===== config.mk =====
export PLATFORM = sky130hd
export DESIGN_NAME = fe_top
export DESIGN_NICKNAME = d
export VERILOG_FILES = /design/src/rtl/fe_pkg.sv /design/src/rtl/decoded_if.sv /design/src/rtl/fe_top.sv /design/src/rtl/id_reg.sv /design/src/rtl/id_decode.sv /design/src/rtl/if_reg.sv /design/src/rtl/pc_gen.sv
export SDC_FILE = /design/constraint.sdc
export NUM_CORES = 1
export LEC_CHECK = 0
export ABC_AREA = 1
export ABC_CLOCK_PERIOD_IN_PS = 3250
export BUFFER_PORTS_ARGS = -buffer_cell sky130_fd_sc_hd__buf_4
export CORE_MARGIN = 1.5
export CORE_UTILIZATION = 50
export CTS_CLUSTER_SIZE = 16
export DETAILED_ROUTE_END_ITERATION = 10
export PLACE_DENSITY_LB_ADDON = 0.15
export SYNTH_ARGS = -nofsm -noshare
export SYNTH_HDL_FRONTEND = slang
export SYNTH_HIERARCHICAL = 1
export SYNTH_SLANG_ARGS = --single-unit

===== constraint.sdc =====
create_clock -name clk -period 3.25 [get_ports clk]
set_input_delay 0 -clock clk [delete_from_list [all_inputs] [get_ports clk]]
set_output_delay 0 -clock clk [all_outputs]
set_load 0.02 [all_outputs]

===== src/rtl/fe_pkg.sv =====
//****************************************************************************
// Shared types and constants of the fetch/decode front end
// Imported by wildcard into every module and interface of the design
//****************************************************************************
package fe_pkg;

    // Basic vector types
    typedef logic [31:0] word_t;    // Instruction, PC or immediate
    typedef logic [4:0]  reg_idx_t; // Architectural register index
    typedef logic [6:0]  opcode_t;  // Major opcode, insn[6:0]
    typedef logic [2:0]  credit_t;  // Must hold the value CREDITS

    // Major opcodes, RV32I encodings
    localparam opcode_t OP_LUI    = 7'b0110111;
    localparam opcode_t OP_AUIPC  = 7'b0010111;
    localparam opcode_t OP_JAL    = 7'b1101111;
    localparam opcode_t OP_JALR   = 7'b1100111;
    localparam opcode_t OP_BRANCH = 7'b1100011;
    localparam opcode_t OP_LOAD   = 7'b0000011;
    localparam opcode_t OP_STORE  = 7'b0100011;
    localparam opcode_t OP_IMM    = 7'b0010011;
    localparam opcode_t OP_REG    = 7'b0110011;

    // Back-end buffer slots, one credit per slot
    localparam credit_t CREDITS = 3'd4;

    // Fetch starts here after reset
    localparam word_t RESET_PC = 32'h0000_0000;

    // Sequential fetch step, one 32-bit word
    localparam word_t PC_STEP = 32'd4;

    // addi x0, x0, 0
    // Placed in the IF/ID register on reset and flush
    localparam word_t INSN_NOP = 32'h0000_0013;

endpackage

===== src/rtl/decoded_if.sv =====
//****************************************************************************
// One decoded instruction, decoder (src) to ID/EX register (dst)
//****************************************************************************
interface decoded_if import fe_pkg::*; ();

    logic     valid;  // Item carries a real instruction
    word_t    pc;     // Address of the instruction
    opcode_t  opcode;
    reg_idx_t rd;
    reg_idx_t rs1;
    reg_idx_t rs2;
    word_t    imm;    // Already sign-extended by format

    // Decoder side drives everything
    modport src (output valid, pc, opcode, rd, rs1, rs2, imm);

    // Register side only samples
    modport dst (input valid, pc, opcode, rd, rs1, rs2, imm);

endinterface


===== src/rtl/fe_top.sv =====
//****************************************************************************
// Front end top level, fetch, IF/ID, decode and ID/EX chained together
// Instruction memory is external and must answer in the address cycle
//****************************************************************************
module fe_top import fe_pkg::*; (
    input  logic     clk,
    input  logic     rst,
    // Instruction memory
    output word_t    imem_addr,
    input  word_t    imem_data,
    // Redirect from back end
    input  logic     redirect_valid,
    input  word_t    redirect_pc,
    // Issue toward back end
    output logic     issue_valid,
    output word_t    issue_pc,
    output opcode_t  issue_opcode,
    output reg_idx_t issue_rd,
    output reg_idx_t issue_rs1,
    output reg_idx_t issue_rs2,
    output word_t    issue_imm,
    input  logic     credit_return   // One slot freed per cycle high
);

    logic  stall;     // From ID/EX back-pressure
    word_t if_pc;
    word_t if_insn;
    logic  if_en;

    decoded_if dec_bus ();

    pc_gen u_pc_gen (
        .clk            (clk),
        .rst            (rst),
        .stall          (stall),
        .redirect_valid (redirect_valid),
        .redirect_pc    (redirect_pc),
        .fetch_pc       (imem_addr)
    );

    if_reg u_if_reg (
        .clk     (clk),
        .rst     (rst),
        .insn    (imem_data),
        .stall   (stall),
        .flush   (redirect_valid),
        .new_pc  (redirect_pc),
        .if_pc   (if_pc),
        .if_insn (if_insn),
        .if_en   (if_en)
    );

    id_decode u_id_decode (
        .if_pc   (if_pc),
        .if_insn (if_insn),
        .if_en   (if_en),
        .dec     (dec_bus.src)
    );

    id_reg u_id_reg (
        .clk           (clk),
        .rst           (rst),
        .dec           (dec_bus.dst),
        .flush         (redirect_valid),
        .credit_return (credit_return),
        .stall         (stall),
        .issue_valid   (issue_valid),
        .issue_pc      (issue_pc),
        .issue_opcode  (issue_opcode),
        .issue_rd      (issue_rd),
        .issue_rs1     (issue_rs1),
        .issue_rs2     (issue_rs2),
        .issue_imm     (issue_imm)
    );

endmodule


===== src/rtl/id_reg.sv =====
//****************************************************************************
// ID/EX register with credit counter toward the back end
// Issues the held item while credits remain, else stalls the front end
//****************************************************************************
module id_reg import fe_pkg::*; (
    input  logic     clk,
    input  logic     rst,
    decoded_if.dst   dec,
    input  logic     flush,          // Redirect, drops the held item
    input  logic     credit_return,  // One back-end slot freed
    output logic     stall,
    output logic     issue_valid,
    output word_t    issue_pc,
    output opcode_t  issue_opcode,
    output reg_idx_t issue_rd,
    output reg_idx_t issue_rs1,
    output reg_idx_t issue_rs2,
    output word_t    issue_imm
);

    logic    valid_q;   // Holds a real item
    credit_t credits;   // Free back-end slots
    logic    load;

    // Item goes out whenever a slot is free
    assign issue_valid = valid_q && (credits != '0);

    // Full and no slot left, freeze fetch and IF/ID
    assign stall = valid_q && (credits == '0);

    // Take a new item when empty or when the current one leaves now
    assign load = !stall;

    always_ff @(posedge clk) begin
        if (rst) begin
            valid_q <= 1'b0;
        end else if (flush) begin
            valid_q <= 1'b0;       // Wrong-path item dropped
        end else if (load) begin
            valid_q <= dec.valid;
        end
    end

    // Payload, no reset needed
    always_ff @(posedge clk) begin
        if (load) begin
            issue_pc     <= dec.pc;
            issue_opcode <= dec.opcode;
            issue_rd     <= dec.rd;
            issue_rs1    <= dec.rs1;
            issue_rs2    <= dec.rs2;
            issue_imm    <= dec.imm;
        end
    end

    // Spend on issue, refill on return, both may hit in one cycle.
    // An issue in the redirect cycle still counts, flush leaves this alone
    always_ff @(posedge clk) begin
        if (rst) begin
            credits <= CREDITS;
        end else begin
            credits <= credits - credit_t'(issue_valid) + credit_t'(credit_return);
        end
    end

endmodule


===== src/rtl/id_decode.sv =====
//****************************************************************************
// Combinational decoder, IF/ID contents to opcode, registers and immediate
// Unknown opcodes pass through with a zero immediate
//****************************************************************************
module id_decode import fe_pkg::*; (
    input  word_t if_pc,
    input  word_t if_insn,
    input  logic  if_en,
    decoded_if.src dec
);

    opcode_t opcode;
    word_t   imm_i;
    word_t   imm_s;
    word_t   imm_b;
    word_t   imm_u;
    word_t   imm_j;
    word_t   imm;

    assign opcode = if_insn[6:0];

    // I-type, insn[31:20]
    assign imm_i = {{20{if_insn[31]}}, if_insn[31:20]};

    // S-type, split across funct7 and rd fields
    assign imm_s = {{20{if_insn[31]}}, if_insn[31:25], if_insn[11:7]};

    // B-type, bit 0 always zero
    assign imm_b = {{19{if_insn[31]}}, if_insn[31], if_insn[7],
                    if_insn[30:25], if_insn[11:8], 1'b0};

    // U-type, no sign extension needed
    assign imm_u = {if_insn[31:12], 12'h000};

    // J-type, bit 0 always zero
    assign imm_j = {{11{if_insn[31]}}, if_insn[31], if_insn[19:12],
                    if_insn[20], if_insn[30:21], 1'b0};

    // Format select by major opcode
    always_comb begin
        case (opcode)
            OP_IMM,
            OP_LOAD,
            OP_JALR:   imm = imm_i;
            OP_STORE:  imm = imm_s;
            OP_BRANCH: imm = imm_b;
            OP_LUI,
            OP_AUIPC:  imm = imm_u;
            OP_JAL:    imm = imm_j;
            default:   imm = '0;  // OP_REG and anything unknown
        endcase
    end

    // Register fields at fixed RV32I positions,
    // extracted even where the format does not use them
    assign dec.rd     = if_insn[11:7];
    assign dec.rs1    = if_insn[19:15];
    assign dec.rs2    = if_insn[24:20];
    assign dec.opcode = opcode;
    assign dec.imm    = imm;

    // Valid mark and PC pass straight through
    assign dec.valid  = if_en;
    assign dec.pc     = if_pc;

endmodule


===== src/rtl/if_reg.sv =====
//****************************************************************************
// IF/ID pipeline register, holds fetched word, its PC and valid mark
// Stalls with the front end, flush to new_pc overrides stall
//****************************************************************************
module if_reg import fe_pkg::*; (
    input  logic  clk,
    input  logic  rst,
    input  word_t insn,     // Memory word for the current fetch PC
    input  logic  stall,
    input  logic  flush,    // Redirect from back end
    input  word_t new_pc,   // Redirect target
    output word_t if_pc,    // PC of the held instruction
    output word_t if_insn,  // Held instruction
    output logic  if_en     // Valid mark
);

    word_t pc_capture;

    // PC of the word on insn this cycle.
    // While empty (after reset or flush) if_pc already equals the fetch PC,
    // otherwise fetch runs one word ahead of the held item
    assign pc_capture = if_en ? (if_pc + PC_STEP) : if_pc;

    always_ff @(posedge clk) begin
        if (rst) begin
            if_pc   <= RESET_PC;
            if_insn <= INSN_NOP;
            if_en   <= 1'b0;
        end else if (flush) begin
            // Flush beats stall so a redirect is never dropped
            if_pc   <= new_pc;      // Fetch restarts here too
            if_insn <= INSN_NOP;
            if_en   <= 1'b0;
        end else if (!stall) begin
            if_pc   <= pc_capture;
            if_insn <= insn;
            if_en   <= 1'b1;
        end
        // Stalled, everything holds
    end

endmodule


===== src/rtl/pc_gen.sv =====
//****************************************************************************
// Fetch PC register, drives the instruction memory address
// Steps by one word per free cycle, redirect wins over stall
//****************************************************************************
module pc_gen import fe_pkg::*; (
    input  logic  clk,
    input  logic  rst,
    input  logic  stall,           // Back-pressure from ID/EX
    input  logic  redirect_valid,  // Branch or exception restart
    input  word_t redirect_pc,     // Restart target
    output word_t fetch_pc         // To imem_addr via top level
);

    word_t pc_q;
    word_t pc_next;

    // Next fetch address
    always_comb begin
        if (redirect_valid) begin
            pc_next = redirect_pc;      // Taken even while stalled
        end else if (stall) begin
            pc_next = pc_q;             // Hold, memory word re-read next cycle
        end else begin
            pc_next = pc_q + PC_STEP;   // Sequential fetch
        end
    end

    always_ff @(posedge clk) begin
        if (rst) begin
            pc_q <= RESET_PC;
        end else begin
            pc_q <= pc_next;
        end
    end

    // Memory is combinational, so the word for pc_q
    // comes back in this same cycle
    assign fetch_pc = pc_q;

endmodule


==> key figures <==
Cells and area
  • Commonest non-fill, non-tap cell in the layout: nand2_1
  • Area Growth Syn to Fin: 24.46%
  • Share of layout cells above drive strength 1: 21.56%
  • Fin util: 63.75%
  • ANT cells: 0
  • Nets: 1,470
  • Most frequent cells in the layout: 354 x nand2_1, 191 x buf_4, 121 x inv_1

Logic synthesis
  • Yosys top cell by area: edfxtp_1
  • Mapped cell area: about 9600 sq um
  • Syn nets: 1,282
  • Gate Count Post-Synth: ~1.2k
  • Synth unique cells: 39
  • Sequential share of the synthesized area: about 48%
  • Avg Inst Size Synth: just under 8 sq um
  • EDFF count, synth: 86
  • Synthesized flop and latch total: 187
  • Top cells by area, synth: edfxtp_1 27%, dfxtp_1 21%, nand2_1 14%, nand3_1 5.0%, inv_1 4.7%
  • Asr flop ratio synth: 0%
  • Share of the synthesized area in the top cell type: 26.86%
  • Ys flop type: dfxtp_1
  • Syn. warnings: 6

Placed design
  • Final Wtd Congestion: 0.9027
  • Worst slack at placement: 0.9799 ns
  • I/O Buffers: 186
  • Dpl hpwl: 17.67 mm

Setup path
  • CP endpoint kind: flip-flop
  • R2R Setup Slk: 0.43 ns
  • Worst EP required: about 3.6 ns
  • Critical path type: reg2reg
  • Arr. time, crit path: 3.14 ns
  • Worst-path maximum fanout: 32
  • Critical path launch point type: flip-flop

Clock tree
  • CTS root buf: clkbuf_16
  • Clock sink count: 187
  • Num CTS Buffers: 17
  • Post-cts resize count: 0
  • CTS tree: yes
  • Worst-skew pair later-pin latency: 0.43 ns
  • Clock Tree Buf Depth: 2
  • Register clock-pin slew on the reported worst setup and hold paths: 0.08 ns
  • Hold_buf cts: 67
  • Post-CTS Setup Inserts: 0
  • H-tree depth: 4

Timing
  • Unrepaired setup endpoints after global routing: false
  • Final Setup Violations: 0
  • Fin crit period: 2.819 ns
  • Skew final: 0.01276 ns
  • Slew at the pin with the worst max-slew slack: 1.134 ns
  • Final Cycle Share: 86.74%
  • Hold slack: 0.03383 ns
  • Setup TNS: 0 ns
  • Final Max Slew Viols: 0
  • Fin worst setup slack: 0.4311 ns
  • F_max: around 0.35 GHz
  • Relative slew margins: between 20% and 30%
  • Hold Vio Cnt, Final: 0

Power
  • Total power: 5.477 mW
  • Logic pwr share: 13.7%
  • Int Pwr: 3.961 mW
  • Lkg Pwr: 5.367 nW
  • Worst vdd ir: 382.5 uV
  • Clock power frac: 36.7%
  • Pwr Density: 457.8 nW/um^2
  • Flop pwr share: 49.6%
  • Sw frac: 27.68%
  • Switching pwr: 1.516 mW

Global route
  • Global-route wire length before repair: 39.47 mm
  • All-layer global routing usage: 25.03%
  • Largest net degree at the start of global routing: a little under 90
  • Grt ovf: 0
  • Vias in the first global route: 7,972
  • Initial antenna violation count: 0

Routing
  • Post-DR vias/cell: 5.187
  • Drt drc: 0
  • Final antenna-violating net count: 0
  • Drt wl/cell: 15.40 microns
  • Number of detailed-route iterations in the first pass: 6
  • Routed wire length: 25.31 mm
  • DR vias: 8,528
  • Initial DRC Count: 510

Floorplan
  • Die X: 141.7 microns
  • IO Count: 187
  • Die footprint: 20,070 sq um
  • Die Y: ~140 microns
  • Initial Util: 51.22%
  • Core ar.: between 15,000 and 20,000 sq um
  • # rows: 50

Job
  • Max cap viols: 0

Run status
  • Status: finished, final reports clean

Hold path
  • HP Class: in2reg
-- cells in the mapped netlist, types with 3 or more instances --
library cell,n
nand2_1,354
inv_1,121
nor2_4,20
xnor2_1,6
a31oi_1,12
buf_4,56
inv_2,8
dfxtp_1,101
edfxtp_1,86
nand2_4,6
o21ai_0,45
nand3_2,3
clkbuf_1,18
a21oi_1,74
buf_2,3
ha_1,4
buf_6,10
nor2_2,16
a22o_1,6
and2_1,3
xor2_1,10
nand2_2,19
nand3_1,96
o21ai_1,9
nor2_1,100
a21oi_2,5
-- metal layers --
layer,track usage (%),part of all wire [%]
met5,0,0
met4,9.929,2.6
met3,3.915,6.3
met2,43.70,50
met1,31.04,41
-- power groups by stage --
stage | Clock, mW | Sequential [mW] | Combinational, mW
after global routing | 2.15 | 2.73 | 0.807
final | 2.01 | 2.72 | 0.750
after CTS | 2.07 | 2.72 | 0.747
after detailed placement | 0 | 2.77 | 0.680
after global placement | 0 | 2.77 | 0.669
after floorplan | 0 | 2.86 | 0.328
-- state kept, by name, indices dropped and copies added, names as in the netlist, 3 cells and up --
| name | flops |
|---|---|
| u_id_reg/credits | 3 |
| u_id_reg/issue_rs1 | 5 |
| u_if_reg/if_insn | 32 |
| u_id_reg/issue_rd | 5 |
| u_id_reg/issue_imm | 32 |
| u_id_reg/issue_rs2 | 5 |
| u_if_reg/if_pc | 32 |
| u_pc_gen/fetch_pc | 32 |
| u_id_reg/issue_opcode | 7 |
| u_id_reg/issue_pc | 32 |
-- critical path: stages (launching register included) --
cell	delay, ns
dfxtp_1	0.35
nor2_2	0.17
nand3_4	0.08
inv_1	0.57
inv_1	0.69
nand2_1	0.19
nand3_1	0.07
dlygate4sd3_1	0.56
-- worst paths after layout --
check | depth (start not counted) | startpoint | endpoint
worst max register to register | 7 | u_id_reg/credits[1]$_SDFF_PP0_ | u_if_reg/if_insn[0]$_SDFFE_PP1N_
worst min register to register | 0 | u_if_reg/if_pc[0]$_SDFFE_PP0P_ | u_id_reg/issue_pc[0]$_DFFE_PN_
worst max-delay path | 7 | u_id_reg/credits[1]$_SDFF_PP0_ | u_if_reg/if_insn[0]$_SDFFE_PP1N_
worst min-delay path | 5 | redirect_pc[28] | u_pc_gen/fetch_pc[28]$_SDFFE_PP0N_
-- stage by stage --
stage,instances,area [sq um]
after detailed placement,1545,10720
final,1644,11960
after floorplan,1209,9613
after global placement,1545,10720
after global routing,1644,11960
after CTS,1644,11960
-- cell type report --
class	instances	area, sq um
Clock inverter	13	126.4
Fill cell	1612	6804
Tap cell	234	292.8
Clock buffer	19	442.9
Inverter	131	491.7
Sequential cell	187	4604
Multi-Input combinational cell	802	3901
Timing Repair Buffer	258	2105
-- kinds of logic after synthesis --
group | Yosys count | share of synthesized area [%]
buffers and inverters | 220 | 11.60
AND/OR/NAND/NOR | 625 | 29.38
adder cells (fa/ha/maj) | 5 | 0.7289
AO/OA/AOI/OAI | 155 | 8.773
XOR/XNOR | 17 | 1.627
flip-flops | 187 | 47.90
(Power assumes the default switching activity.)
